==> src/logic/huff_pkg.sv <==
// shared constants, token union and table/code word types for the huffman back end
package huff_pkg;

    localparam int TOK_W      = 16;              // run-length token word
    localparam int FIFO_DEPTH = 4;               // token fifo entries, power of two
    localparam int FIFO_AW    = $clog2(FIFO_DEPTH);
    localparam int TBL_AW     = 9;               // msb picks luma/chroma half
    localparam int CODE_W     = 27;              // msb-aligned output word
    localparam int CODE_LEN_W = 5;
    localparam int FLUSH_IDLE = 10;              // quiet cycles before flush

    localparam logic [7:0] ZRL_SYM = 8'hf0;      // sixteen zeros
    localparam logic [7:0] EOB_SYM = 8'h00;      // end of block

    // coefficient view of a token
    typedef struct packed {
        logic        is_coef;                    // set for dc/ac
        logic        is_dc;
        logic        color;                      // dc only, held for the block
        logic        last;                       // dc: last block, ac: last word
        logic [11:0] value;                      // two's complement
    } coef_t;

    // control view, zero runs and end of block
    typedef struct packed {
        logic        is_coef;                    // clear here
        logic [1:0]  pad_hi;
        logic        is_eob;                     // also ends the last block
        logic [5:0]  pad_lo;
        logic [1:0]  zrl_cnt;                    // f0 codes sent ahead
        logic [3:0]  run;                        // zeros before next ac
    } ctrl_t;

    typedef union packed {
        coef_t coef;
        ctrl_t ctrl;
    } tok_u;

    // one table entry, 20 bits
    typedef struct packed {
        logic [3:0]  code_len_m1;                // length minus one
        logic [15:0] code;                       // lsb aligned
    } tbl_entry_t;

    typedef struct packed {
        logic [CODE_W-1:0]     bits;             // code then literal, msb first
        logic [CODE_LEN_W-1:0] len;              // total valid bits
    } code_word_t;

endpackage
==> src/logic/token_fifo.sv <==
// small synchronous token fifo between the receiver and the huffman encoder
`timescale 1ns/1ps

module token_fifo (
    input  logic           xclk,
    input  logic           rst,
    input  logic           push,
    input  huff_pkg::tok_u push_tok,
    input  logic           pop,        // removes head at this edge
    output huff_pkg::tok_u head_tok,
    output logic           nempty,
    output logic           full
);
    import huff_pkg::*;

    logic [TOK_W-1:0]   mem [FIFO_DEPTH];   // raw token words
    logic [FIFO_AW-1:0] wr_ptr;
    logic [FIFO_AW-1:0] rd_ptr;
    logic [FIFO_AW:0]   count;              // 0..FIFO_DEPTH

    assign head_tok = tok_u'(mem[rd_ptr]);  // show-ahead
    assign nempty   = |count;
    assign full     = count[FIFO_AW];       // msb only set at depth

    always_ff @(posedge xclk) begin
        if (rst) begin
            wr_ptr <= '0;
            rd_ptr <= '0;
            count  <= '0;
        end else begin
            if (push) wr_ptr <= wr_ptr + 1'b1;   // wraps naturally
            if (pop)  rd_ptr <= rd_ptr + 1'b1;
            case ({push, pop})
                2'b10:   count <= count + 1'b1;
                2'b01:   count <= count - 1'b1;
                default: count <= count;         // both or neither
            endcase
        end
    end

    always_ff @(posedge xclk) begin
        if (push) mem[wr_ptr] <= push_tok;
    end

    a_no_overflow: assert property (
        @(posedge xclk) disable iff (rst) push |-> !full
    );

    a_no_underflow: assert property (
        @(posedge xclk) disable iff (rst) pop |-> nempty
    );

endmodule

==> config.mk <==
export PLATFORM = sky130hd
export DESIGN_NAME = token_fifo
export DESIGN_NICKNAME = d
export VERILOG_FILES = /design/src/logic/huff_pkg.sv /design/src/logic/token_fifo.sv
export SDC_FILE = /design/constraint.sdc
export NUM_CORES = 1
export LEC_CHECK = 0
export ABC_CLOCK_PERIOD_IN_PS = 1700
export BUFFER_PORTS_ARGS = -buffer_cell sky130_fd_sc_hd__buf_2
export CAP_MARGIN = 20
export CORE_ASPECT_RATIO = 0.9
export CORE_MARGIN = 5
export CORE_UTILIZATION = 59
export CTS_BUF_LIST = sky130_fd_sc_hd__clkbuf_4
export CTS_CLUSTER_SIZE = 30
export DETAILED_ROUTE_END_ITERATION = 7
export GPL_TIMING_DRIVEN = 0
export PLACE_DENSITY_LB_ADDON = 0.08
export SYNTH_ARGS = -nofsm -noshare
export SYNTH_HDL_FRONTEND = slang
export SYNTH_SLANG_ARGS = --single-unit
==> constraint.sdc <==
create_clock -name xclk -period 1.7 [get_ports xclk]
set_clock_uncertainty 0.05 [all_clocks]
set_input_delay 0.255 -clock xclk [delete_from_list [all_inputs] [get_ports xclk]]
set_output_delay 0.255 -clock xclk [all_outputs]
set_load 0.01 [all_outputs]
==> reports/qor.txt <==
RSZ-0062 raised after global routing -> true
post-synthesis cell count -> 130
Slew headroom -> 69.7%
CP max FO -> 5
Inst Count DP -> 228
RR Startpoint -> count[1]$_SDFFE_PP0P_
IO Port Bufs -> 36
starting density of the core -> 61.4%
NumNets Final -> 213
HP Start -> push_tok[3]
Setup TNS -> -3690 ps
DRT iter0 DRCs -> 74
Reg clk slew, reported paths -> 110 ps
fill count -> 286
fin crit share -> 115%
Die Ht -> 75.1 um
Worst-Margin Slew -> 455 ps
final setup margin -> -261 ps
#FFs+latches synth -> 73
vias in the first global route -> 1,433
Clock Latency Late Sink -> 380 ps
pins over their slew limit -> 0
VDD IR max -> 618 uV
Core Area -> 4520 sq um
Die ar. -> 6180 sq um
Max-Cap Viols -> 0
vias per inst -> 5.35
share of layout cells above drive strength 1 -> 40.1%
Hold EP -> mem[1][3]$_DFFE_PP_
R2R depth -> 5
Layout area overhead -> 20.6%
status -> finished, violations left
GRT Overall Usage -> 17.5%
Hold Vio Cnt, Final -> 0
Hold Path Cell Cnt -> 1
failing checks -> setup timing
Register Area -> 2100 sq um
syn avg cell area -> 21.3 sq um
sequential fraction of the synthesis area -> 75.7%
Yosys cell types -> 20
multi-input logic area -> 588 sq um
clock sinks -> 73
CP endpoint kind -> output port
Critical Path AT -> 1660 ps
min-delay worst type -> input pin to flip-flop
Leakage -> 1.19 nW
Cell Pwr Density -> 1070 nW/um^2
Worst path most repeated cell -> buf_6
first-pass detailed-route iteration total -> 4
CP startpoint kind -> flip-flop
yosys warns -> 0
H-tree Lvls -> 3
CP Class -> flip-flop to output port
Worst Path Required -> 1390 ps
max frequency -> 510 MHz
DRC viols -> 0
first-pass GRT wire length -> 7420 um
antenna violations before repair -> 0
buffer depth of the longest clock path -> 2
Syn Nets -> 156
final wirelength -> 4590 um
Die W -> 82.3 um
Top Ports -> 38
Largest stage delay, worst path -> 520 ps
Clk Tree Root Cell -> clkbuf_4
Setup Viol. Count Final -> 16
Reg-to-Reg End -> count[2]$_SDFFE_PP0P_
GP Congestion -> 0.665
fin crit period -> 1960 ps
Reg2Reg Setup Slack -> 60 ps
CTS Buf Count -> 9
Crit path max-delay family -> multiplexers
worst-path cell chain -> buf_6 > buf_12 > mux4_2 > buf_6
Post-DP HPWL -> 2980 um
global route overflow -> 0
pin count of the biggest net entering global routing -> 17
Wirelength per Cell -> 18.1 um
Slowest-stage cell, CP -> mux4_2
worst path bufs/invs -> 3
Synth Cell Area -> 2780 sq um
Post-Layout Cell Count -> 254
Vias -> 1,358
antenna cell count -> 0
CTS tree -> done
number of routed nets with antenna violations -> 0
# rows -> 23
## cells in the mapped netlist
library cell / number / area (sq um)
and2_1: 4 / 25.0
buf_12: 1 / 20.0
mux4_1: 6 / 158
xnor2_1: 2 / 17.5
fa_1: 1 / 20.0
o21ai_0: 1 / 5.00
nor2_1: 8 / 30.0
ha_1: 5 / 62.6
mux2i_1: 1 / 10.0
nand2_1: 1 / 3.75
dfxtp_1: 9 / 180
buf_2: 2 / 10.0
xor2_1: 3 / 26.3
or3_1: 2 / 12.5
buf_6: 1 / 11.3
inv_1: 6 / 22.5
mux4_2: 10 / 225
clkbuf_1: 1 / 3.75
a21oi_1: 2 / 10.0
edfxtp_1: 64 / 1920
## where the power goes
part	switching [mW]	leakage, nW	total, mW	internal [mW]
clock	0.517	0.0734	0.984	0.466
sequential	0.0337	0.662	2.08	2.05
combinational	0.237	0.458	0.521	0.283
total	0.788	1.19	3.59	2.80
## metal layers
metal  wire length [um]  global-route usage (%)  vias to the layer above
met5                  0                       0                        -
met4                 85                    7.20                        0
met3                237                    5.98                        8
met2               2420                    29.1                       30
met1               1850                    21.0                      690
li1                   -                       -                      630
## cell usage in the layout, fill, tap and decap left out, drive strengths merged
cell type,n
clkbuf,12
nor2,8
xor2,3
bufinv,1
mux4,16
dfxtp,9
and2,4
or3,2
buf,43
edfxtp,64
fa,1
mux2i,1
nand2,1
a21oi,2
ha,5
inv,6
dlygate4sd3,7
o21ai,1
xnor2,2
clkinv,4
## registers in the layout (all words and copies together) (netlist names), named ones only
signal	cells
count	3
mem	64
rd_ptr	2
wr_ptr	2
## stage by stage
| step | worst slack (ps) | power (mW) | cell area (sq um) | hold slack [ps] | util (%) |
|---|---|---|---|---|---|
| 4_1_cts | -289 | 3.60 | 3300 | 0.275 | 73.1 |
| 5_1_grt | -328 | 3.74 | 3350 | -0.0601 | 74.1 |
| 6_report | -261 | 3.59 | 3350 | 21.8 | 74.1 |
| 3_5_place_dp | -117 | 2.54 | 3030 | 423 | 67.1 |
| 3_3_place_gp | -65.0 | 2.51 | 3030 | 414 | 67.1 |
| 2_1_floorplan | 127 | 2.38 | 2780 | 304 | - |
## worst register-to-register path: stages, from the launching register on
cell and delay (ps):
dfxtp_1 380, inv_1 90, fa_1 430, xor2_1 170, or3_1 310, a21oi_1 150
## layout make-up
type | instances | share of cell area [%]
Sequential cell | 73 | 62.8
Multi-Input combinational cell | 46 | 17.6
Timing Repair Buffer | 46 | 11.2
Clock buffer | 11 | 2.47
Tap cell | 62 | 2.32
Buffer | 5 | 1.53
Clock inverter | 5 | 1.38
Inverter | 6 | 0.673
## worst max-delay path by stage
stage,slack (ps),to,depth (start not counted),from
after CTS,-290,head_tok[4],4,flip-flop
after global routing,-330,head_tok[4],4,flip-flop
after detailed placement,-120,count[2]$_SDFFE_PP0P_,8,push
final,-260,head_tok[4],4,flip-flop
after floorplan,130,count[2]$_SDFFE_PP0P_,7,push
after global placement,-70,count[2]$_SDFFE_PP0P_,8,push
## kinds of logic (layout without fill, tap and decap cells)
logic type      after synthesis  in the layout  synth area share (%)
buf+inv                      11             73                  2.43
compound gates                3              3                 0.541
fa+ha+maj                     6              6                  2.98
mux                          17             17                  14.2
simple gates                 15             15                  2.57
flops                        73             73                  75.7
xor+xnor                      5              5                  1.58
## what timing repair did
action | 4_1_cts | 5_1_grt
buffers inserted | 2 | 0
hold buffers | 6 | 1
endpoints found under the hold margin | 21 | 4
setup endpoints to repair | 64 | 32
cloned | 1 | 0
resized for setup | 21 | 7
No activity file was read; power rests on OpenSTA's default activity.
