$ cat config.mk
export PLATFORM = sky130hd
export DESIGN_NAME = token_receiver
export DESIGN_NICKNAME = d
export VERILOG_FILES = /design/src/logic/huff_pkg.sv /design/src/logic/token_receiver.sv
export SDC_FILE = /design/constraint.sdc
export NUM_CORES = 1
export LEC_CHECK = 0
export ABC_AREA = 0
export BUFFER_PORTS_ARGS = -buffer_cell sky130_fd_sc_hd__buf_4
export CORE_MARGIN = 2
export CORE_UTILIZATION = 37
export CTS_CLUSTER_DIAMETER = 150
export DETAILED_ROUTE_END_ITERATION = 7
export PLACE_DENSITY = 0.73
export SYNTH_ARGS = -nofsm -noshare
export SYNTH_HDL_FRONTEND = slang
export SYNTH_SLANG_ARGS = --single-unit
$ cat constraint.sdc
create_clock -name xclk -period 2.9 [get_ports xclk]
set_input_delay 0.435 -clock xclk [delete_from_list [all_inputs] [get_ports xclk]]
set_output_delay 0.435 -clock xclk [all_outputs]
set_load 0.005 [all_outputs]
$ cat src/logic/huff_pkg.sv
// shared constants, token union and table/code word types for the huffman back end
package huff_pkg;

    localparam int TOK_W      = 16;              // run-length token word
    localparam int FIFO_DEPTH = 4;               // token fifo entries, power of two
    localparam int FIFO_AW    = $clog2(FIFO_DEPTH);
    localparam int TBL_AW     = 9;               // msb picks luma/chroma half
    localparam int CODE_W     = 27;              // msb-aligned output word
    localparam int CODE_LEN_W = 5;
    localparam int FLUSH_IDLE = 10;              // quiet cycles before flush

    localparam logic [7:0] ZRL_SYM = 8'hf0;      // sixteen zeros
    localparam logic [7:0] EOB_SYM = 8'h00;      // end of block

    // coefficient view of a token
    typedef struct packed {
        logic        is_coef;                    // set for dc/ac
        logic        is_dc;
        logic        color;                      // dc only, held for the block
        logic        last;                       // dc: last block, ac: last word
        logic [11:0] value;                      // two's complement
    } coef_t;

    // control view, zero runs and end of block
    typedef struct packed {
        logic        is_coef;                    // clear here
        logic [1:0]  pad_hi;
        logic        is_eob;                     // also ends the last block
        logic [5:0]  pad_lo;
        logic [1:0]  zrl_cnt;                    // f0 codes sent ahead
        logic [3:0]  run;                        // zeros before next ac
    } ctrl_t;

    typedef union packed {
        coef_t coef;
        ctrl_t ctrl;
    } tok_u;

    // one table entry, 20 bits
    typedef struct packed {
        logic [3:0]  code_len_m1;                // length minus one
        logic [15:0] code;                       // lsb aligned
    } tbl_entry_t;

    typedef struct packed {
        logic [CODE_W-1:0]     bits;             // code then literal, msb first
        logic [CODE_LEN_W-1:0] len;              // total valid bits
    } code_word_t;

endpackage
$ cat src/logic/token_receiver.sv
// four-phase req/ack slave that captures run-length tokens into the token fifo
`timescale 1ns/1ps

module token_receiver (
    input  logic           xclk,
    input  logic           rst,
    input  logic           tok_req,     // source holds tok while high
    input  huff_pkg::tok_u tok,
    input  logic           full,        // fifo has no room
    output logic           tok_ack,
    output logic           push,        // one cycle per request
    output huff_pkg::tok_u push_tok
);

    // tok_ack doubles as the fsm state, low = idle, high = acked
    always_ff @(posedge xclk) begin
        if (rst) begin
            tok_ack <= 1'b0;
            push    <= 1'b0;
        end else begin
            push <= 1'b0;                            // single cycle strobe
            if (!tok_ack) begin
                if (push) begin
                    tok_ack <= 1'b1;                 // token written last edge
                end else if (tok_req && !full) begin
                    push <= 1'b1;                    // room, take it
                end
            end else if (!tok_req) begin
                tok_ack <= 1'b0;                     // source released
            end
        end
    end

    // capture alongside the push decision
    always_ff @(posedge xclk) begin
        if (!tok_ack && !push && tok_req) begin
            push_tok <= tok;
        end
    end

    // source keeps the token steady until it sees ack
    a_tok_stable: assert property (
        @(posedge xclk) disable iff (rst)
        (tok_req && !tok_ack) ##1 (tok_req && !tok_ack) |-> $stable(tok)
    );

endmodule

==> reports/qor.yml, run 1 <==
outcome:
  status: "finished, final reports clean"
grt:
  grt.total_usage_pct: 11.6
  antenna_found_initial: 0
  grt_overflow_total: 0
  grt_pass1_wl_um: 1530
  grt_pass1_vias: 363
  grt_max_degree: 18
clock_network:
  worst_skew_pair.late_latency_ns: 0.28
  path_clk_slew_ns: 0.10
  htreeDepth: 1
  postCtsSetupBuffers: 0
  ctsHoldBuffers: 0
  clockBufferDepth: 2
  cts_resized: 0
  numClockSinks: 18
  numCtsBuffers: 3
  cts.root.buffer_cell: "clkbuf_4"
  cts_tree: "done"
layout:
  antenna_cells: 0
  multi_input_area_um2: 38.8
  area_growth_pct: 59.3
  drive_gt1_share_pct: 67.2
  fillers: 131
  final-seq-area_um2: 520
  nets: 85
critical_path:
  crit_buf_inv: 1
  arrival_ns: 0.81
  required_ns: 2.47
  slowest_delay_ns: 0.38
  crit_path_cell_trace: "buf_4"
  r2r_start: "tok_ack"
  crit_type: "flop to primary output"
  slowest_stage: "edfxtp_1"
  startpoint: "push_tok[4]"
  startpoint_type: "flop"
  end_kind: "primary output"
  path_delay_family: "flip-flops"
  crit_fanout: 1
power_and_ir_drop:
  ir_worst_vdd_mv: 0.293
  powerDensity_mw_per_mm2: 536
  p_leak_nw: 0.382
synth:
  yosysSeqAreaShare_pct: 93.1
  syn_inst: 22
  syn-cell-area_um2: 559
  synth.avg_cell_area_um2: 25.4
  yosysUniqueCellTypes: 5
  ys.warnings.count: 0
  syn-num-nets: 42
  ys_seq_elements: 18
drt:
  firstDrtPassIters: 2
  wl_met2_um: 507
  top_layer: "met3"
  drc: 0
  wl_um: 1010
  dr.first_iter.drc_count: 8
  wl_met3_um: 129
  wire_per_inst_um: 12.6
  routed_via_density: 4.33
  vias: 346
  ant_nets: 0
  met1_length_um: 368
timing:
  hold_violations: 0
  holdWs_ns: 0.306
  rsz0062_at_grt: "no"
  clock.fmax_mhz: 803
  finalClockSkew_ns: 0.00863
  slew_violations: 0
  finalCritPeriodShare_pct: 42.9
  worst_pin_slew_ns: 0.202
  relSlewSlack_pct: 86.6
  period_needed_ns: 1.24
  setup_viol: 0
  fin_tns_setup_ns: 0
worst_hold_path:
  hp-start: "full"
  min_path_type: "primary input to flop"
floorplanning:
  io_pins: 38
  num_rows: 14
  die_area_mm2: 0.00184
  core_mm2: 0.00145
  die_h_um: 42.9
  initial_core_util_pct: 38.5
  die_width_um: 42.9
flow_run:
  maxCapViolCount: 0
placed_design:
  globalplace.congestion: 0.612
  portBuffers: 37
[sequential cells by signal (all words and copies together) (netlist names)]
signal	flops
push	1
push_tok	16
tok_ack	1
[per-stage QoR]
stage / utilization [%] / setup WS (ns) / power [mW] / instances / cell area (µm²)
floorplan: - / 1.36 / 0.321 / 22 / 559
global placement: 59.5 / 1.68 / 0.365 / 76 / 865
detailed placement: 59.5 / 1.66 / 0.367 / 76 / 865
CTS: 61.3 / 1.64 / 0.484 / 80 / 891
global route: 61.3 / 1.61 / 0.499 / 80 / 891
finish: 61.3 / 1.66 / 0.478 / 80 / 891
[final timing paths]
kind / to / slack, ns / cells past startpoint
max: push_tok[4] / 1.66 / 1
min: push / 0.31 / 2
max reg2reg: push_tok[12] / 1.82 / 2
min reg2reg: tok_ack / 0.58 / 2
[cell type report]
| class | count | share of cell area (%) |
|---|---|---|
| clock inverters | 1 | 0.421 |
| clock buffers | 3 | 2.53 |
| multi-input cells | 4 | 4.35 |
| flip-flops and latches | 18 | 58.4 |
| repair buffers | 38 | 32.0 |
| well taps | 16 | 2.25 |
[Yosys cell counts]
master | count | area (µm²)
edfxtp_1 | 16 | 480
dfxtp_1 | 2 | 40.0
nor3b_2 | 2 | 25.0
mux2i_1 | 1 | 10.0
nor2_1 | 1 | 3.75
[cells by family (layout without fill, tap and decap cells)]
| group | after synthesis | count (layout) | share of synthesized area, % |
|---|---|---|---|
| flip-flops | 18 | 18 | 93.1 |
| AND/OR/NAND/NOR | 3 | 3 | 5.14 |
| buffers and inverters | 0 | 42 | 0 |
| multiplexers | 1 | 1 | 1.79 |
[where the power goes]
| part | switching (mW) | internal [mW] | total (mW) |
|---|---|---|---|
| Clock | 0.0687 | 0.0498 | 0.119 |
| Sequential | 0.00470 | 0.301 | 0.305 |
| Combinational | 0.0179 | 0.0360 | 0.0540 |
[per-layer routing]
layer  global-route usage [%]  vias up
met5                        0        -
met4                     3.75        0
met3                     4.26        0
met2                     20.0       24
met1                     13.2      153
li1                         -      169
[cell usage in the layout (no fill, tap or decap), drive strengths merged]
cell type   n
clkbuf      3
edfxtp     16
nor3b       2
dfxtp       2
mux2i       1
nor2        1
clkinv      1
buf        38
(Power assumes the default switching activity.)
==> run 2, diff against run 1 <==
CORE_UTILIZATION = 34   (was 37)
PLACE_DENSITY = 0.7   (was 0.73)
clock period = 1.08 ns   (was 2.9 ns; I/O delays follow)
==> reports/qor.yml, run 2 (same netlist as run 1, synthesis figures left out) <==
drt:
  drc: 0  # unchanged
  wire_per_inst_um: 12.5  # was 12.6 µm
  vias: 357  # was 346
  wl_um: 1020  # was 1010 µm
  dr.first_iter.drc_count: 0  # was 8
  routed_via_density: 4.41  # was 4.33
  firstDrtPassIters: 1  # was 2
  ant_nets: 0  # unchanged
floorplanning:
  die_h_um: 44.6  # was 42.9 µm
  core_mm2: 0.00152  # was 0.00145 mm²
  die_area_mm2: 0.00199  # was 0.00184 mm²
  die_width_um: 44.6  # was 42.9 µm
  initial_core_util_pct: 36.7  # was 38.5%
  io_pins: 38  # unchanged
  num_rows: 14  # unchanged
flow_run:
  maxCapViolCount: 0  # unchanged
timing:
  rsz0062_at_grt: "yes"  # was no
  setup_viol: 0  # unchanged
  holdWs_ns: 0.0215  # was 0.306 ns
  finalCritPeriodShare_pct: 97.6
  relSlewSlack_pct: 85.7  # was 86.6%
  hold_violations: 0  # unchanged
  final.setup.worst_slack_ns: 0.0261  # was 1.66 ns
  slew_violations: 0  # unchanged
  period_needed_ns: 1.05
  finalClockSkew_ns: 0.00422  # was 0.00863 ns
  worst_pin_slew_ns: 0.214  # was 0.202 ns
  fin_tns_setup_ns: 0  # unchanged
  clock.fmax_mhz: 949
critical_path:
  crit_type: "flop to flop"  # was flop to primary output
  crit_fanout: 6  # was 1
  end_kind: "flop"  # was primary output
  startpoint_type: "flop"  # unchanged
  required_ns: 1.09  # was 2.47 ns
  arrival_ns: 1.07  # was 0.81 ns
layout:
  fillers: 129  # was 131
  largest_reg_flops: 16  # unchanged
  final-seq-area_um2: 523  # was 520 µm²
  largest_registers: "push_tok x16, push x1, tok_ack x1"  # unchanged
  drive_gt1_share_pct: 70.8  # was 67.2%
  final_cell_mix: "38 x buf_4, 16 x edfxtp_1, 3 x clkbuf_4"  # unchanged
  final_common_cell: "buf_4"  # unchanged
  area_growth_pct: 64.4  # was 59.3%
  multi_input_area_um2: 45.0  # was 38.8 µm²
  regMostFlops: "push_tok"  # unchanged
  antenna_cells: 0  # unchanged
  nets: 86  # was 85
power_and_ir_drop:
  ir_worst_vdd_mv: 0.866  # was 0.293 mV
  p_leak_nw: 0.392  # was 0.382 nW
  p_total_mw: 1.32  # was 0.478 mW
  powerDensity_mw_per_mm2: 1430  # was 536 mW/mm²
placed_design:
  dpl_worst_slack_ns: 0.0283  # was 1.66 ns
  globalplace.congestion: 0.608  # was 0.612
  portBuffers: 37  # unchanged
clock_network:
  numClockSinks: 18  # unchanged
  numCtsBuffers: 3  # unchanged
  cts_tree: "done"  # unchanged
  path_clk_slew_ns: 0.10  # about the same
  cts_resized: 0  # unchanged
  htreeDepth: 1  # unchanged
  clockBufferDepth: 2  # unchanged
  cts.root.buffer_cell: "clkbuf_4"  # unchanged
  ctsHoldBuffers: 0  # unchanged
  postCtsSetupBuffers: 0  # unchanged
  worst_skew_pair.late_latency_ns: 0.28  # about the same
grt:
  grt.total_usage_pct: 11.1  # was 11.6%
  grt_pass1_vias: 342  # was 363
  grt_pass1_wl_um: 1480  # was 1530 µm
  antenna_found_initial: 0  # unchanged
  grt_max_degree: 12  # was 18
  grt_overflow_total: 0  # unchanged
outcome:
  status: "finished, final reports clean"  # unchanged
worst_hold_path:
  min_path_type: "primary input to flop"  # unchanged
run 2: cell count changes in the layout (fill, tap and decap cells not counted):
cell      before  now
dfxtp_2        0    2
buf_12         0    1
dfxtp_1        2    0
nor3b_4        0    1
nor3b_2        2    1
clkinv_1       1    0
clkbuf_1       0    1
run 2: final timing paths:
kind	from	end	slack, ns	depth (start not counted)
max	push	push_tok[11]	0.03	2
min reg2reg	push	tok_ack	0.54	2
max reg2reg	push	push_tok[11]	0.03	2
min	full	push	0.02	2
run 2: layer usage:
layer	vias to the layer above	global-route usage [%]	share of wire (%)	wire [µm]
li1	171	-	-	-
met1	160	12.5	36	363
met2	26	18.3	53	539
met3	0	2.86	11	113
met4	0	7.27	0	0
met5	-	0	0	0
run 2: where the power goes:
part	switching, mW	internal [mW]
sequential	0.0143	0.808
combinational	0.0492	0.110
clock	0.191	0.143
total	0.254	1.06
run 2: final cells by class:
cell class                      count  share of cell area, %
Sequential cell                    18                   56.9
Clock buffer                        4                   2.86
Timing Repair Buffer               39                   33.2
Multi-Input combinational cell      4                   4.90
Tap cell                           16                   2.18
run 2: stage by stage:
| step | utilization, % | cell area, µm² | cells |
|---|---|---|---|
| 2_1_floorplan | - | 568 | 22 |
| 3_3_place_gp | 58.6 | 893 | 77 |
| 3_5_place_dp | 58.6 | 893 | 77 |
| 4_1_cts | 60.3 | 920 | 81 |
| 5_1_grt | 60.3 | 920 | 81 |
| 6_report | 60.3 | 920 | 81 |
run 2: critical path: stages (launching register included):
cell and delay (ns):
dfxtp_2 0.35, nor3b_4 0.25, buf_4 0.19
==> run 3, diff against run 2 <==
ABC_AREA = 1   (was 0)
==> reports/qor.yml, run 3 <==
drt:
  dr.first_iter.drc_count: 0  # unchanged
  firstDrtPassIters: 1  # unchanged
  wire_per_inst_um: 12.7  # was 12.5 µm
  ant_nets: 0  # unchanged
  vias: 377  # was 357
  routed_via_density: 4.24  # was 4.41
  wl_um: 1130  # was 1020 µm
  drc: 0  # unchanged
synth:
  ys.warnings.count: 0  # unchanged
  syn_inst: 28  # was 22
  yosysSeqAreaShare_pct: 92.9  # was 93.1%
  ys_top_cells_by_count: "16 x edfxtp_1, 3 x inv_1, 3 x nand2_1, 3 x nor2_1, 2 x dfxtp_1"  # was 16 x edfxtp_1, 2 x dfxtp_1, 2 x nor3b_2
  ys_async_sr_fraction_pct: 0  # unchanged
  synth_ff_type: "edfxtp_1"  # unchanged
  synth.avg_cell_area_um2: 20.0  # was 25.4 µm²
  synth_edf_count: 16  # unchanged
  yosysMostFrequentCell: "edfxtp_1"  # unchanged
  syn-num-nets: 48  # was 42
  synth_top_area_share_pct: 85.7  # was 85.9%
  synth_top_cell_by_area: "edfxtp_1"  # unchanged
  ys_seq_elements: 18  # unchanged
  syn-cell-area_um2: 561  # was 559 µm²
  synth.area.top_cells: "edfxtp_1 86%, dfxtp_1 7.1%, inv_1 2.0%"  # was edfxtp_1 86%, dfxtp_1 7.2%, nor3b_2 4.5%
  yosysUniqueCellTypes: 6  # was 5
critical_path:
  r2r_setup_slack_ns: 0.01  # was 0.03 ns
  arrival_ns: 1.08  # was 1.07 ns
  crit_type: "flop to flop"  # unchanged
  startpoint: "tok_ack"  # was push
  end_kind: "flop"  # unchanged
  startpoint_type: "flop"  # unchanged
  r2r_start: "tok_ack"  # was push
  path_delay_family: "flip-flops"  # unchanged
  crit_path_cell_trace: "nor2_4 -> nand2_2 -> clkinvlp_4 -> buf_12"  # was nor3b_4 -> buf_4
  required_ns: 1.09  # about the same
  crit_fanout: 13  # was 6
  crit_buf_inv: 2  # was 1
  slowest_stage: "dfxtp_2"  # unchanged
  slowest_delay_ns: 0.35  # about the same
grt:
  grt_use_met3_pct: 2.86  # unchanged
  grt_util_met2_pct: 20.3  # was 18.3%
  antenna_found_initial: 0  # unchanged
  busiest_layer: "met2"  # unchanged
  grtUsageMet1_pct: 10.7  # was 12.5%
  grt_pass1_vias: 398  # was 342
  grt_max_degree: 14  # was 12
  grt.total_usage_pct: 11.8  # was 11.1%
  grt_overflow_total: 0  # unchanged
  grt_pass1_wl_um: 1540  # was 1480 µm
layout:
  area_growth_pct: 69.9  # was 64.4%
  regMostFlops: "push_tok"  # unchanged
  drive_gt1_share_pct: 67.1  # was 70.8%
  antenna_cells: 0  # unchanged
  final_common_cell: "buf_4"  # unchanged
  final-seq-area_um2: 522  # was 523 µm²
  largest_reg_flops: 16  # unchanged
  final_cell_mix: "40 x buf_4, 16 x edfxtp_1, 3 x clkbuf_4"  # was 38 x buf_4, 16 x edfxtp_1, 3 x clkbuf_4
  fillers: 118  # was 129
  fin_util_pct: 62.5  # was 60.3%
  multi_input_area_um2: 38.8  # was 45.0 µm²
  largest_registers: "push_tok x16, push x1, tok_ack x1"  # unchanged
  nets: 94  # was 86
  instances_no_fill: 89  # was 81
worst_hold_path:
  min_path_type: "primary input to flop"  # unchanged
  hp-start: "tok[8]"  # was full
floorplanning:
  num_rows: 14  # unchanged
  io_pins: 38  # unchanged
  initial_core_util_pct: 36.8  # was 36.7%
  die_area_mm2: 0.00199  # about the same
  core_mm2: 0.00152  # unchanged
  die_h_um: 44.6  # about the same
  die_width_um: 44.6  # about the same
outcome:
  status: "finished, final reports clean"  # unchanged
timing:
  relSlewSlack_pct: 91.1  # was 85.7%
  clock.fmax_mhz: 937  # was 949 MHz
  slew_violations: 0  # unchanged
  finalCritPeriodShare_pct: 98.8  # was 97.6%
  setup_viol: 0  # unchanged
  finalClockSkew_ns: 0.0116  # was 0.00422 ns
  fin_tns_setup_ns: 0  # unchanged
  period_needed_ns: 1.07  # was 1.05 ns
  holdWs_ns: 0.0355  # was 0.0215 ns
  hold_violations: 0  # unchanged
  worst_pin_slew_ns: 0.134  # was 0.214 ns
  rsz0062_at_grt: "yes"  # unchanged
  final.setup.worst_slack_ns: 0.0130  # was 0.0261 ns
power_and_ir_drop:
  p_leak_nw: 0.422  # was 0.392 nW
  ir_worst_vdd_mv: 1.02  # was 0.866 mV
  powerDensity_mw_per_mm2: 1480  # was 1430 mW/mm²
flow_run:
  maxCapViolCount: 0  # unchanged
placed_design:
  hpwlAfterDp_um: 770
  portBuffers: 37  # unchanged
  dpl_worst_slack_ns: -0.0954  # was 0.0283 ns
  globalplace.congestion: 0.602  # was 0.608
  placedCellCount: 82  # was 77
clock_network:
  htreeDepth: 1  # unchanged
  worst_skew_pair.late_latency_ns: 0.29  # was 0.28 ns
  numClockSinks: 18  # unchanged
  cts_tree: "done"  # unchanged
  cts.root.buffer_cell: "clkbuf_4"  # unchanged
  path_clk_slew_ns: 0.11  # was 0.10 ns
  numCtsBuffers: 3  # unchanged
  clockBufferDepth: 2  # unchanged
  ctsHoldBuffers: 0  # unchanged
==> run 3: cell types whose count changed after synthesis, sizes merged <==
cell and change:
nand2 +3, nor3b -2, mux2i -1, inv +3
or2 +1, nor2 +2
==> run 3: kinds of logic after synthesis <==
family,after synthesis,synth area share (%)
simple gates,7,5.13
buf+inv,3,2.01
flops,18,92.9
==> run 3: final timing paths <==
path                      end  cells past startpoint
hold / removal    push_tok[8]                      1
hold reg to reg       tok_ack                      2
setup reg to reg  push_tok[4]                      4
setup / recovery  push_tok[4]                      4
==> run 3: layout make-up <==
cell class                      count  area share (%)
Clock buffer                        4            3.81
Tap cell                           16            2.10
Timing Repair Buffer               41            33.6
Inverter                            3            1.58
Multi-Input combinational cell      7            4.07
Sequential cell                    18            54.8
==> run 3: per-layer routing <==
layer | vias up | part of all wire, %
met4 | 0 | 0.98
met2 | 17 | 58
met1 | 172 | 33
li1 | 186 | -
met5 | - | 0
met3 | 2 | 7.5
==> run 3: power breakdown <==
group | switching (mW) | internal, mW
Combinational | 0.0622 | 0.119
Sequential | 0.0130 | 0.811
Clock | 0.204 | 0.205
==> run 3: through the flow <==
stage                     power (mW)  instance area (µm²)
final                           1.41                  952
after global routing            1.47                  952
after CTS                       1.42                  945
after detailed placement       0.994                  871
after global placement         0.991                  871
after floorplan                0.870                  566
==> run 3: timing repair <==
action	in CTS	in global routing
setup buffers	3	0
endpoints found under the setup margin	16	16
pin swaps	1	0
resized for setup	1	2
