[src/logic/huff_pkg.sv]
// shared constants, token union and table/code word types for the huffman back end
package huff_pkg;

    localparam int TOK_W      = 16;              // run-length token word
    localparam int FIFO_DEPTH = 4;               // token fifo entries, power of two
    localparam int FIFO_AW    = $clog2(FIFO_DEPTH);
    localparam int TBL_AW     = 9;               // msb picks luma/chroma half
    localparam int CODE_W     = 27;              // msb-aligned output word
    localparam int CODE_LEN_W = 5;
    localparam int FLUSH_IDLE = 10;              // quiet cycles before flush

    localparam logic [7:0] ZRL_SYM = 8'hf0;      // sixteen zeros
    localparam logic [7:0] EOB_SYM = 8'h00;      // end of block

    // coefficient view of a token
    typedef struct packed {
        logic        is_coef;                    // set for dc/ac
        logic        is_dc;
        logic        color;                      // dc only, held for the block
        logic        last;                       // dc: last block, ac: last word
        logic [11:0] value;                      // two's complement
    } coef_t;

    // control view, zero runs and end of block
    typedef struct packed {
        logic        is_coef;                    // clear here
        logic [1:0]  pad_hi;
        logic        is_eob;                     // also ends the last block
        logic [5:0]  pad_lo;
        logic [1:0]  zrl_cnt;                    // f0 codes sent ahead
        logic [3:0]  run;                        // zeros before next ac
    } ctrl_t;

    typedef union packed {
        coef_t coef;
        ctrl_t ctrl;
    } tok_u;

    // one table entry, 20 bits
    typedef struct packed {
        logic [3:0]  code_len_m1;                // length minus one
        logic [15:0] code;                       // lsb aligned
    } tbl_entry_t;

    typedef struct packed {
        logic [CODE_W-1:0]     bits;             // code then literal, msb first
        logic [CODE_LEN_W-1:0] len;              // total valid bits
    } code_word_t;

endpackage
[src/logic/huff_encoder.sv]
// huffman encoder, decodes tokens into table lookups and merges codes with literals
`timescale 1ns/1ps

module huff_encoder (
    input  logic                        xclk,
    input  logic                        rst,
    input  huff_pkg::tok_u              head_tok,
    input  logic                        nempty,
    input  huff_pkg::tbl_entry_t        rd_data,
    output logic                        pop,
    output logic [huff_pkg::TBL_AW-1:0] rd_addr,
    output logic                        rd_en,
    output logic                        code_valid,
    output huff_pkg::code_word_t        code,
    output logic                        flush
);
    import huff_pkg::*;

    logic              tok_coef;
    logic              e0_dc;          // stage 0, one lookup per event
    logic              e0_ac;
    logic              e0_eob;
    logic              e0_ctl;         // run/zrl word, no lookup itself
    logic              e0_zrl;
    logic              last_word;
    logic [1:0]        zrl_left;       // f0 codes still to issue
    logic [3:0]        run_r;          // run for the next ac
    logic              color_r;        // block color from dc
    logic              s1_dc, s1_ac, s1_eob, s1_zrl;
    logic              s2_dc, s2_ac, s2_eob, s2_zrl;
    logic              s1_color;
    logic              s2_color;
    logic [3:0]        s1_run;
    logic [3:0]        s2_run;
    logic signed [11:0] s1_value;
    logic [3:0]        size;           // valid in stage 2
    logic [10:0]       literal;
    logic [7:0]        sym;
    logic [3:0]        len_dly [3];    // matches ram read latency
    logic [10:0]       lit_dly [3];
    logic [1:0]        vld_dly;
    logic              last_blk;
    logic              flush_rdy;
    logic [3:0]        idle_cnt;

    assign pop       = nempty && (zrl_left == 2'd0);   // stall while f0s go out
    assign tok_coef  = head_tok.coef.is_coef;
    assign e0_dc     = pop && tok_coef && head_tok.coef.is_dc;
    assign e0_ac     = pop && tok_coef && !head_tok.coef.is_dc;
    assign e0_eob    = pop && !tok_coef && head_tok.ctrl.is_eob;
    assign e0_ctl    = pop && !tok_coef && !head_tok.ctrl.is_eob;
    assign e0_zrl    = (zrl_left != 2'd0);
    assign last_word = (e0_ac && head_tok.coef.last) || e0_eob;

    always_ff @(posedge xclk) begin
        if (rst) begin
            zrl_left <= '0;
            run_r    <= '0;
            color_r  <= 1'b0;
        end else begin
            if (e0_ctl)        zrl_left <= head_tok.ctrl.zrl_cnt;
            else if (e0_zrl)   zrl_left <= zrl_left - 2'd1;
            if (e0_ctl)        run_r <= head_tok.ctrl.run;
            else if (pop)      run_r <= '0;              // consumed by ac
            if (e0_dc)         color_r <= head_tok.coef.color;
        end
    end

    // event flags through stages 1 and 2
    always_ff @(posedge xclk) begin
        if (rst) begin
            {s1_dc, s1_ac, s1_eob, s1_zrl} <= '0;
            {s2_dc, s2_ac, s2_eob, s2_zrl} <= '0;
            rd_en <= 1'b0;
        end else begin
            {s1_dc, s1_ac, s1_eob, s1_zrl} <= {e0_dc, e0_ac, e0_eob, e0_zrl};
            {s2_dc, s2_ac, s2_eob, s2_zrl} <= {s1_dc, s1_ac, s1_eob, s1_zrl};
            rd_en <= s2_dc || s2_ac || s2_eob || s2_zrl;
        end
    end

    always_ff @(posedge xclk) begin
        s1_value <= head_tok.coef.value;
        s1_run   <= run_r;
        s1_color <= e0_dc ? head_tok.coef.color : color_r;   // new block color at once
        s2_run   <= s1_run;
        s2_color <= s1_color;
    end

    varlen_encode vle0 (
        .xclk    (xclk),
        .value   (s1_value),
        .size    (size),
        .literal (literal)
    );

    always_comb begin
        sym = EOB_SYM;
        if (s2_zrl)     sym = ZRL_SYM;
        else if (s2_dc) sym = {size, 4'hf};
        else if (s2_ac) sym = {s2_run, size};
    end

    always_ff @(posedge xclk) begin
        rd_addr    <= {s2_color, sym};
        len_dly[0] <= (s2_dc || s2_ac) ? size : 4'd0;      // eob/zrl carry no literal
        lit_dly[0] <= (s2_dc || s2_ac) ? literal : 11'd0;
        for (int i = 1; i < 3; i++) begin
            len_dly[i] <= len_dly[i-1];
            lit_dly[i] <= lit_dly[i-1];
        end
    end

    always_ff @(posedge xclk) begin
        if (rst) vld_dly <= '0;
        else     vld_dly <= {vld_dly[0], rd_en};          // rd_data two cycles on
    end

    code_merge merge0 (
        .xclk       (xclk),
        .rst        (rst),
        .in_valid   (vld_dly[1]),
        .entry      (rd_data),
        .literal    (lit_dly[2]),
        .lit_len    (len_dly[2]),
        .code_valid (code_valid),
        .code       (code)
    );

    // last block tracking and flush timing
    always_ff @(posedge xclk) begin
        if (rst || flush) begin
            last_blk  <= 1'b0;
            flush_rdy <= 1'b0;
        end else begin
            if (e0_dc && head_tok.coef.last) last_blk  <= 1'b1;
            if (last_blk && last_word)       flush_rdy <= 1'b1;
        end
        if (rst)                 idle_cnt <= '0;
        else if (pop || e0_zrl)  idle_cnt <= 4'(FLUSH_IDLE - 1);
        else if (idle_cnt != '0) idle_cnt <= idle_cnt - 4'd1;
        if (rst) flush <= 1'b0;
        else     flush <= flush_rdy && (idle_cnt == '0) && !pop && !flush;
    end

    a_pop_nempty: assert property (
        @(posedge xclk) disable iff (rst) pop |-> nempty
    );

endmodule

[src/logic/code_merge.sv]
// joins a huffman code and its literal into one msb-aligned code word with length
`timescale 1ns/1ps

module code_merge (
    input  logic                 xclk,
    input  logic                 rst,
    input  logic                 in_valid,
    input  huff_pkg::tbl_entry_t entry,
    input  logic [10:0]          literal,   // zero when lit_len is zero
    input  logic [3:0]           lit_len,
    output logic                 code_valid,
    output huff_pkg::code_word_t code
);
    import huff_pkg::*;

    logic [CODE_LEN_W-1:0] code_len;
    logic [CODE_W-1:0]     code_al;
    logic [CODE_W-1:0]     lit_al;

    assign code_len = {1'b0, entry.code_len_m1} + CODE_LEN_W'(1);  // 1..16
    // code top-aligned, literal right under it
    assign code_al  = CODE_W'(entry.code) << (CODE_LEN_W'(CODE_W) - code_len);
    assign lit_al   = CODE_W'(literal)
                      << (CODE_LEN_W'(CODE_W) - code_len - CODE_LEN_W'(lit_len));

    always_ff @(posedge xclk) begin
        if (rst) code_valid <= 1'b0;
        else     code_valid <= in_valid;
    end

    always_ff @(posedge xclk) begin
        if (in_valid) begin
            code.bits <= code_al | lit_al;
            code.len  <= code_len + CODE_LEN_W'(lit_len);
        end
    end

    // table lengths plus literal sizes must fit the word
    a_len_fits: assert property (
        @(posedge xclk) disable iff (rst) in_valid |=> code.len <= CODE_W
    );

endmodule

[src/logic/varlen_encode.sv]
// jpeg size category and literal bits of a signed 12-bit value, one register stage
`timescale 1ns/1ps

module varlen_encode (
    input  logic              xclk,
    input  logic signed [11:0] value,
    output logic [3:0]        size,      // 0 for zero
    output logic [10:0]       literal    // low size bits, lsb aligned
);

    logic [11:0] mag;
    logic [3:0]  size_c;
    logic [11:0] mask;
    logic [11:0] adj;

    // highest set bit of the magnitude
    always_comb begin
        mag    = value[11] ? 12'(-value) : 12'(value);
        size_c = '0;
        for (int i = 0; i < 12; i++) begin
            if (mag[i]) size_c = 4'(i + 1);
        end
    end

    assign mask = (12'd1 << size_c) - 12'd1;
    assign adj  = value[11] ? 12'(value - 12'sd1) : 12'(value); // ones complement form

    always_ff @(posedge xclk) begin
        size    <= size_c;
        literal <= 11'(adj & mask);
    end

endmodule

[config.mk]
export PLATFORM = sky130hd
export DESIGN_NAME = huff_encoder
export DESIGN_NICKNAME = d
export VERILOG_FILES = /design/src/logic/huff_pkg.sv /design/src/logic/huff_encoder.sv /design/src/logic/code_merge.sv /design/src/logic/varlen_encode.sv
export SDC_FILE = /design/constraint.sdc
export NUM_CORES = 1
export LEC_CHECK = 0
export ABC_CLOCK_PERIOD_IN_PS = 4800
export BUFFER_PORTS_ARGS = -buffer_cell sky130_fd_sc_hd__buf_2
export CAP_MARGIN = 30
export CORE_AREA = 2 2 141 143
export DETAILED_ROUTE_END_ITERATION = 8
export DIE_AREA = 0 0 143 145
export PLACE_DENSITY = 0.54
export SLEW_MARGIN = 20
export SYNTH_ARGS = -nofsm -noshare
export SYNTH_HDL_FRONTEND = slang
export SYNTH_SLANG_ARGS = --single-unit
export TNS_END_PERCENT = 1
[constraint.sdc]
create_clock -name xclk -period 4.8 [get_ports xclk]
set_clock_uncertainty 0.2 [all_clocks]
set_input_delay 0.48 -clock xclk [delete_from_list [all_inputs] [get_ports xclk]]
set_output_delay 0.48 -clock xclk [all_outputs]
set_load 0.05 [all_outputs]
==> results of run 1 <==
power breakdown:
| group | internal, mW | leakage, nW | switching, mW | total [mW] |
|---|---|---|---|---|
| sequential | 1.37 | 1.25 | 0.0417 | 1.42 |
| clock | 0.692 | 0.268 | 0.555 | 1.25 |
| combinational | 0.283 | 1.69 | 0.504 | 0.787 |
| total | 2.35 | 3.21 | 1.10 | 3.45 |
path summary, 6_finish.rpt:
check	slack [ps]	cells past startpoint	endpoint	startpoint
worst min register to register	120	0	lit_dly[0][30]	lit_dly[0][19]
worst min-delay path	50	2	s1_ac	head_tok[14]
worst max register to register	1060	13	vle0.literal[10]	s1_value[0]
worst max-delay path	880	10	merge0.code[23]	rd_data[16]
routing by layer:
| metal | track usage (%) | up-vias | part of all wire (%) |
|---|---|---|---|
| li1 | - | 2693 | - |
| met1 | 19.2 | 2438 | 42 |
| met2 | 27.6 | 131 | 51 |
| met3 | 4.09 | 22 | 4.4 |
| met4 | 6.58 | 0 | 2.7 |
| met5 | 0 | - | 0 |
through the flow:
step,power [mW],setup WS [ps],cells,cell area [µm²]
2_1_floorplan,2.01,486,703,6790
3_3_place_gp,2.22,535,1027,7480
3_5_place_dp,2.22,489,1027,7480
4_1_cts,3.49,951,1070,8150
5_1_grt,3.63,598,1071,8160
6_report,3.45,879,1071,8160
cells by family after synthesis:
logic type | count (synthesis) | synth area share [%]
multiplexers | 43 | 7.51
AO/OA/AOI/OAI | 161 | 15.3
flip-flops | 149 | 48.7
AND/OR/NAND/NOR | 240 | 17.7
buffers and inverters | 64 | 3.93
XOR/XNOR | 30 | 3.87
adder cells (fa/ha/maj) | 16 | 3.06
cells in the mapped netlist, types with 2 or more instances:
library cell,count,area (µm²)
edfxtp_1,32,961
a21o_1,2,15.0
o21ai_0,35,175
nor2_1,71,267
inv_1,21,78.8
nor4_4,2,42.5
a21oi_1,52,260
or3_1,6,37.5
nor2b_1,30,188
nor3_1,18,90.1
nand2_1,64,240
and3_1,3,18.8
nor4_1,3,18.8
o22ai_1,13,81.3
a41oi_1,2,17.5
and2_1,3,18.8
and4_1,2,17.5
buf_2,6,30.0
o2111ai_1,2,17.5
nand2b_1,5,31.3
nor4b_1,2,17.5
a221o_1,5,50.1
or3_4,2,22.5
xor2_1,7,61.3
a222oi_1,2,20.0
dfxtp_1,117,2340
nand3_1,15,75.1
o221ai_1,7,61.3
ha_1,15,188
a211oi_1,4,30.0
xnor2_1,23,201
a31oi_1,7,43.8
a22oi_1,8,60.1
mux4_2,5,113
buf_6,2,22.5
o31ai_1,3,22.5
clkbuf_1,27,101
mux2i_1,25,250
o211ai_1,3,22.5
clkinv_1,3,11.3
buf_1,4,15.0
nand4b_1,2,17.5
mux2_2,13,146
or2_2,5,31.3
worst max-delay path, stage by stage:
cell and delay [ps]:
buf_2 390, clkinv_1 360, ha_1 330, fa_1 490, o21bai_1 200, a21oi_1 130
xnor2_1 700, nand2_1 470, o21ai_0 310, a221o_1 140
state kept, by name (all words and copies together), names as in the netlist, 2 cells and up:
name          cells
s1_run            4
s2_run            4
run_r             4
lit_dly          33
rd_addr           9
vld_dly           2
idle_cnt          4
s1_value         12
vle0.literal     11
zrl_left          2
len_dly          12
vle0.size         4
merge0.code      32
repair_timing:
action                                  4_1_cts  5_1_grt
setup buffers                                 0        0
hold endpoints to repair                     12        0
hold buffers                                 12        0
endpoints found under the setup margin        0        0
final cells by class:
cell class | count | area share (%)
timing repair buffer | 112 | 8.13
inverter | 24 | 1.10
multi-input combinational | 490 | 39.4
tap | 265 | 4.07
sequential | 149 | 40.5
clock buffer | 19 | 5.43
clock inverter | 12 | 1.35
==> impl_metrics.json, run 1 <==
{
  "path_max_fanout": 26,
  "ys.flop_type": "dfxtp_1",
  "powerDensity_nw_per_um2": 423,
  "first_iter_violations": 271,
  "report.final.slew_viol_count": 0,
  "cts_max_level": 4,
  "die_h_um": 145,
  "fin_tns_setup_ps": 0,
  "core_area_um2": 19200,
  "track_usage_pct": 16.1,
  "clk_path_buf_depth": 2,
  "grt_antenna_before_repair": 0,
  "synth_edf_count": 32,
  "critPathKind": "primary input to flip-flop",
  "clk_pin_slew_ps": 70,
  "ys_types": 69,
  "synth-seq-cells": 149,
  "grt_pass1_vias": 5080,
  "status": "finished clean",
  "numCtsBuffers": 17,
  "syn-instance-count": 703,
  "worstPathRequired_ps": 4890,
  "overflow": 0,
  "finalSetupViolations": 0,
  "layout_commonest_cell": "dfxtp_1",
  "ys_seq_area_share_pct": 48.7,
  "layout_common_cells": "117 x dfxtp_1, 83 x buf_2, 71 x nor2_1, 64 x nand2_1, 52 x a21oi_1",
  "period_needed_ps": 3920,
  "syn_avg_cell_area_um2": 9.65,
  "hpwl_mm": 11.8,
  "dieArea_um2": 20700,
  "ys_warn_count": 0,
  "cts_resized": 0,
  "max_cap_viol_count": 0,
  "grt_pass1_wl_mm": 26.3,
  "start_util_pct": 35.3,
  "p_leak_nw": 3.21,
  "cts.sinks": 149,
  "fmax_ghz": 0.255,
  "wl_mm": 16.1,
  "drc": 0,
  "viasPerCell": 4.93,
  "worst_pin_slew_ps": 861,
  "holdCritPathClass": "primary input to flip-flop",
  "fin_util_pct": 42.5,
  "drive_above_1_share_pct": 20.7,
  "maxSlewHeadroom_pct": 42.2,
  "multi_input_area_um2": 3220,
  "insertedDiodeCount": 0,
  "holdWs_ps": 53.4,
  "rsz0062_at_grt": "no",
  "gp_congestion": 0.882,
  "vdd_drop_max_mv": 0.253,
  "synthToLayoutAreaGrowth_pct": 20.2,
  "wl_per_cell_um": 15.0,
  "grt_max_degree": 33,
  "mappedNetlistNets": 758,
  "regArea_um2": 3300,
  "vias": 5284,
  "ys_async_sr_fraction_pct": 0,
  "cts-root-buf": "clkbuf_16",
  "cts_tree": "yes",
  "port_buffers": 83,
  "nNetsFinal": 849,
  "n_fill_cell": 1928,
  "cp-end-kind": "flip-flop",
  "crit_path_start_kind": "primary input",
  "syn_area_um2": 6790,
  "drtPass1Iterations": 5,
  "crit_arrival_ps": 4010,
  "io_pins": 84,
  "finalHoldViolations": 0,
  "postRouteAntennaNets": 0,
  "die_x_um": 143,
  "rows": 51,
  "clkLatencyLatePin_ps": 430,
  "period_share_pct": 81.7
}
Note: power is estimated with default switching activity, not from simulation.
==> run 2, diff against run 1 <==
ABC_CLOCK_PERIOD_IN_PS = 3750   (was 4800)
clock period = 3.75 ns   (was 4.8 ns; I/O delays follow)
==> run 2 against run 1 <==
Effect of this change: power increased by 32%; setup slack worse by 630 ps; core utilization grew 0.90 points; clock-buffer cell count grew 1; register-to-register slack lost 810 ps; cell count rose by 1.0%; largest power group unchanged.
==> impl_metrics.json, run 2 (synthesis results as in run 1) <==
{
  "status": "finished clean",
  "fin_tns_setup_ps": 0,
  "grt_pass1_wl_mm": 28.1,
  "vias": 5476,
  "rsz0062_at_grt": "no",
  "wl_mm": 17.3,
  "worst_pin_slew_ps": 786,
  "cp-startpoint": "s1_value[0]",
  "cpLargestDelayFamily": "simple AND/OR/NAND/NOR gates",
  "grt_max_degree": 33,
  "largest_reg_flops": 33,
  "layout_commonest_cell": "dfxtp_1",
  "vdd_drop_max_mv": 0.364,
  "nNetsFinal": 860,
  "cts-root-buf": "clkbuf_16",
  "path_max_fanout": 8,
  "clkLatencyLatePin_ps": 420,
  "first_iter_violations": 220,
  "top_regs": "lit_dly x33, merge0.code x32",
  "hpwl_mm": 13.3,
  "p_leak_nw": 3.29,
  "synthToLayoutAreaGrowth_pct": 22.8,
  "maxSlewHeadroom_pct": 47.2,
  "track_usage_pct": 17.3,
  "core_area_um2": 19200,
  "period_needed_ps": 3500,
  "grt_pass1_vias": 5416,
  "wl_per_cell_um": 16.0,
  "numCtsBuffers": 17,
  "crit_path_max_incr_delay_ps": 360,
  "final_cells": 1082,
  "drtPass1Iterations": 5,
  "fin_util_pct": 43.4,
  "crit_path_cell_trace": "inv_1, ha_1, nor2b_1, nand3_1, a211o_2, and2_1, nor2_1, nand3_1, or3_1, ha_1, nor2b_1, mux2i_1, a21oi_1",
  "layout_common_cells": "117 x dfxtp_1, 83 x buf_2, 71 x nor2_1, 64 x nand2_1, 51 x a21oi_1",
  "viasPerCell": 5.06,
  "drive_above_1_share_pct": 22.2,
  "rows": 51,
  "port_buffers": 83,
  "insertedDiodeCount": 0,
  "finalHoldViolations": 0,
  "io_pins": 84,
  "drc": 0,
  "die_h_um": 145,
  "period_share_pct": 93.3,
  "worstPathRequired_ps": 3840,
  "p_total_mw": 4.54,
  "cts.sinks": 149,
  "fmax_ghz": 0.286,
  "gp_congestion": 0.878,
  "dp_cells": 1036,
  "holdWs_ps": 55.6,
  "cts_tree": "yes",
  "cp-end-kind": "flip-flop",
  "clk_pin_slew_ps": 60,
  "rr_startpoint": "s1_value[0]",
  "cts_max_level": 4,
  "die_x_um": 143,
  "start_util_pct": 35.3,
  "powerDensity_nw_per_um2": 545,
  "report.final.slew_viol_count": 0,
  "hold_start": "head_tok[12]",
  "postRouteAntennaNets": 0,
  "regMostFlops": "lit_dly",
  "holdCritPathClass": "primary input to flip-flop",
  "cp_num_buf_inv": 1,
  "finalSetupViolations": 0,
  "overflow": 0,
  "crit_path_start_kind": "flip-flop",
  "grt_antenna_before_repair": 0,
  "max_cap_viol_count": 0,
  "slowest_stage": "dfxtp_1",
  "n_fill_cell": 1888,
  "critPathKind": "flip-flop to flip-flop",
  "clk_path_buf_depth": 2,
  "crit_arrival_ps": 3580,
  "dieArea_um2": 20700
}
run 2: cell count changes in the layout (fill, tap and decap cells not counted), moves of 2 or more:
cell	before	now
buf_4	17	24
xnor2_2	0	2
inv_6	6	4
xnor2_1	23	21
inv_8	3	1
dlygate4sd3_1	12	15
run 2: metrics by stage:
step	cell area (µm²)	setup slack, ps
6_report	8330	251
5_1_grt	8330	0.977
4_1_cts	8320	175
3_5_place_dp	7590	144
3_3_place_gp	7580	177
2_1_floorplan	6830	61.6
run 2: worst paths after layout:
path,to,slack [ps],cells after the start
worst max-delay path,vle0.literal[6],250,13
worst min-delay path,s1_eob,60,2
worst max register to register,vle0.literal[6],250,13
worst min register to register,lit_dly[0][16],120,0
run 2: report_power, final:
part	total (mW)	internal [mW]	switching [mW]
combinational	1.06	0.392	0.666
sequential	1.82	1.76	0.0576
clock	1.67	0.982	0.686
run 2: repair_timing:
| item | CTS | global route |
|---|---|---|
| setup endpoints to repair | 0 | 3 |
| buffers inserted | 0 | 0 |
| gates resized for setup | 0 | 2 |
| hold buffers | 15 | 0 |
| hold endpoints to repair | 18 | 0 |
run 2: metal layers:
metal  GRT usage, %  share of wire, %  vias to the layer above
li1               -                 -                     2722
met1           21.4                44                     2600
met2           29.2                50                      132
met3           4.26               4.5                       22
met4           5.89               1.8                        0
met5              0                 0                        -
run 2: worst reg2reg max path, stage by stage (launching register included):
cell     delay, ps
dfxtp_1        360
inv_1           80
ha_1           330
nor2b_1        210
nand3_1        100
a211o_2        360
and2_1         220
nor2_1         290
nand3_1        140
or3_1          320
ha_1           300
nor2b_1        200
mux2i_1        180
a21oi_1         90
run 2: cell type report:
class	instances	area (µm²)	area share (%)
Inverter	24	90.1	1.08
Tap cell	265	332	3.98
Clock inverter	11	115	1.38
Sequential cell	149	3300	39.7
Multi-Input combinational cell	490	3260	39.1
Clock buffer	20	468	5.62
Timing Repair Buffer	123	766	9.19
==> run 3, diff against run 2 <==
ABC_CLOCK_PERIOD_IN_PS = 3500   (was 3750)
clock period = 3.5 ns   (was 3.75 ns; I/O delays follow)
==> run 3 against run 2 <==
Effect of this change: setup slack got worse by 39 ps; critical path depth unchanged; combinational power rose by 9%; cell count grew 1.0%; via count is 0.97% higher; sequential share of layout area shrank 0.36 points; die area is the same; flip-flop and latch count unchanged; non-clock buffer count increased by 10; routed wire length shrank 2.2%; worst hold slack got worse by 12 ps; critical path type unchanged; critical endpoint is now vle0.literal[10]; largest cell class unchanged.
==> impl_metrics.json, run 3 (synthesis results as in run 1) <==
{
  "p_total_mw": 4.86,
  "worstPathRequired_ps": 3620,
  "worst_pin_slew_ps": 802,
  "grt_pass1_vias": 5286,
  "insertedDiodeCount": 0,
  "report.final.slew_viol_count": 0,
  "cts_tree": "yes",
  "cp-end-kind": "flip-flop",
  "p_leak_nw": 3.35,
  "top_regs": "lit_dly x33, merge0.code x32",
  "maxSlewHeadroom_pct": 46.3,
  "critPathKind": "flip-flop to flip-flop",
  "period_share_pct": 93.9,
  "grt_max_degree": 33,
  "rsz0062_at_grt": "no",
  "cts_max_level": 4,
  "nNetsFinal": 870,
  "wl_mm": 16.9,
  "die_x_um": 143,
  "finalSetupViolations": 0,
  "clkLatencyLatePin_ps": 420,
  "fin_util_pct": 43.8,
  "rows": 51,
  "layout_common_cells": "117 x dfxtp_1, 83 x buf_2, 70 x nor2_1, 64 x nand2_1, 51 x a21oi_1",
  "core_area_um2": 19200,
  "period_needed_ps": 3290,
  "dieArea_um2": 20700,
  "port_buffers": 83,
  "layout_commonest_cell": "dfxtp_1",
  "vdd_drop_max_mv": 0.369,
  "drtPass1Iterations": 5,
  "vias": 5529,
  "holdWs_ps": 43.5,
  "max_cap_viol_count": 0,
  "clk_pin_slew_ps": 70,
  "crit_path_start_kind": "flip-flop",
  "hpwl_mm": 13.1,
  "path_max_fanout": 7,
  "cts.sinks": 149,
  "viasPerCell": 5.06,
  "reg2reg_depth": 13,
  "min_path_cells": 2,
  "grt_antenna_before_repair": 1,
  "fin_tns_setup_ps": 0,
  "numCtsBuffers": 17,
  "postRouteAntennaNets": 0,
  "start_util_pct": 35.3,
  "grt_pass1_wl_mm": 27.3,
  "drc": 0,
  "n_fill_cell": 1852,
  "fmax_ghz": 0.304,
  "clk_path_buf_depth": 2,
  "regMostFlops": "lit_dly",
  "die_h_um": 145,
  "io_pins": 84,
  "wl_per_cell_um": 15.5,
  "drive_above_1_share_pct": 23.6,
  "status": "finished clean",
  "holdCritPathClass": "primary input to flip-flop",
  "largest_reg_flops": 33,
  "overflow": 0,
  "finalHoldViolations": 0,
  "track_usage_pct": 16.7,
  "synthToLayoutAreaGrowth_pct": 23.9,
  "powerDensity_nw_per_um2": 578,
  "cts-root-buf": "clkbuf_16",
  "stdcell_area_um2": 8410,
  "crit_arrival_ps": 3410,
  "dpl-instance-area_um2": 7670,
  "first_iter_violations": 400,
  "gp_congestion": 0.929
}
[run 3: cell count changes in the layout (fill, tap and decap cells not counted), sizes merged]
cell / previous run / this run
buf: 108 / 118
bufinv: 1 / 0
clkbuf: 20 / 19
clkinv: 5 / 9
clkinvlp: 2 / 0
inv: 27 / 28
[run 3: repair_timing]
item                                    4_1_cts  5_1_grt
hold buffers                                 15        0
endpoints found under the hold margin        20        0
resized for setup                             0        4
endpoints found under the setup margin        0        5
setup buffers                                 0        0
[run 3: metal layers]
layer / global-route usage (%) / part of all wire (%) / up-vias
li1: - / - / 2734
met2: 28.4 / 49 / 147
met4: 5.69 / 2.2 / 2
met5: 0 / 0.077 / -
met1: 20.9 / 44 / 2614
met3: 3.30 / 4.9 / 32
[run 3: path summary, 6_finish.rpt]
path / start / endpoint / slack, ps
min reg2reg: lit_dly[0][7] / lit_dly[0][18] / 120
min: head_tok[12] / s1_eob / 40
max reg2reg: s1_value[0] / vle0.literal[10] / 210
max: s1_value[0] / vle0.literal[10] / 210
[run 3: stage by stage]
step | cells | setup WS [ps]
final | 1093 | 212
after CTS | 1093 | 77.2
after floorplan | 703 | -79.0
after global placement | 1045 | 163
after detailed placement | 1046 | 91.6
after global routing | 1093 | 17.4
[run 3: worst max-delay path, stage by stage, from the launching register on]
cell and delay [ps]:
dfxtp_1 420, inv_1 70, ha_2 350, nor2b_1 50, o21ai_0 150, nand3_1 120, a222oi_1 290, a31oi_1 160
nor3_1 270, or3_1 150, ha_1 270, o31ai_2 140, or4b_1 480, o311ai_1 80
[run 3: report_power, final]
group          total (mW)  internal [mW]  switching [mW]
combinational        1.16          0.444           0.718
sequential           1.94           1.88          0.0596
clock                1.75          0.989           0.761
total                4.86           3.32            1.54
[run 3: final cells by class]
cell class                      instances  area, µm²  area share [%]
Multi-Input combinational cell        490       3270            38.9
Tap cell                              265        332            3.94
Clock buffer                           19        464            5.52
Clock inverter                         13        109            1.30
Inverter                               24       90.1            1.07
Sequential cell                       149       3300            39.3
Timing Repair Buffer                  133        841            10.0
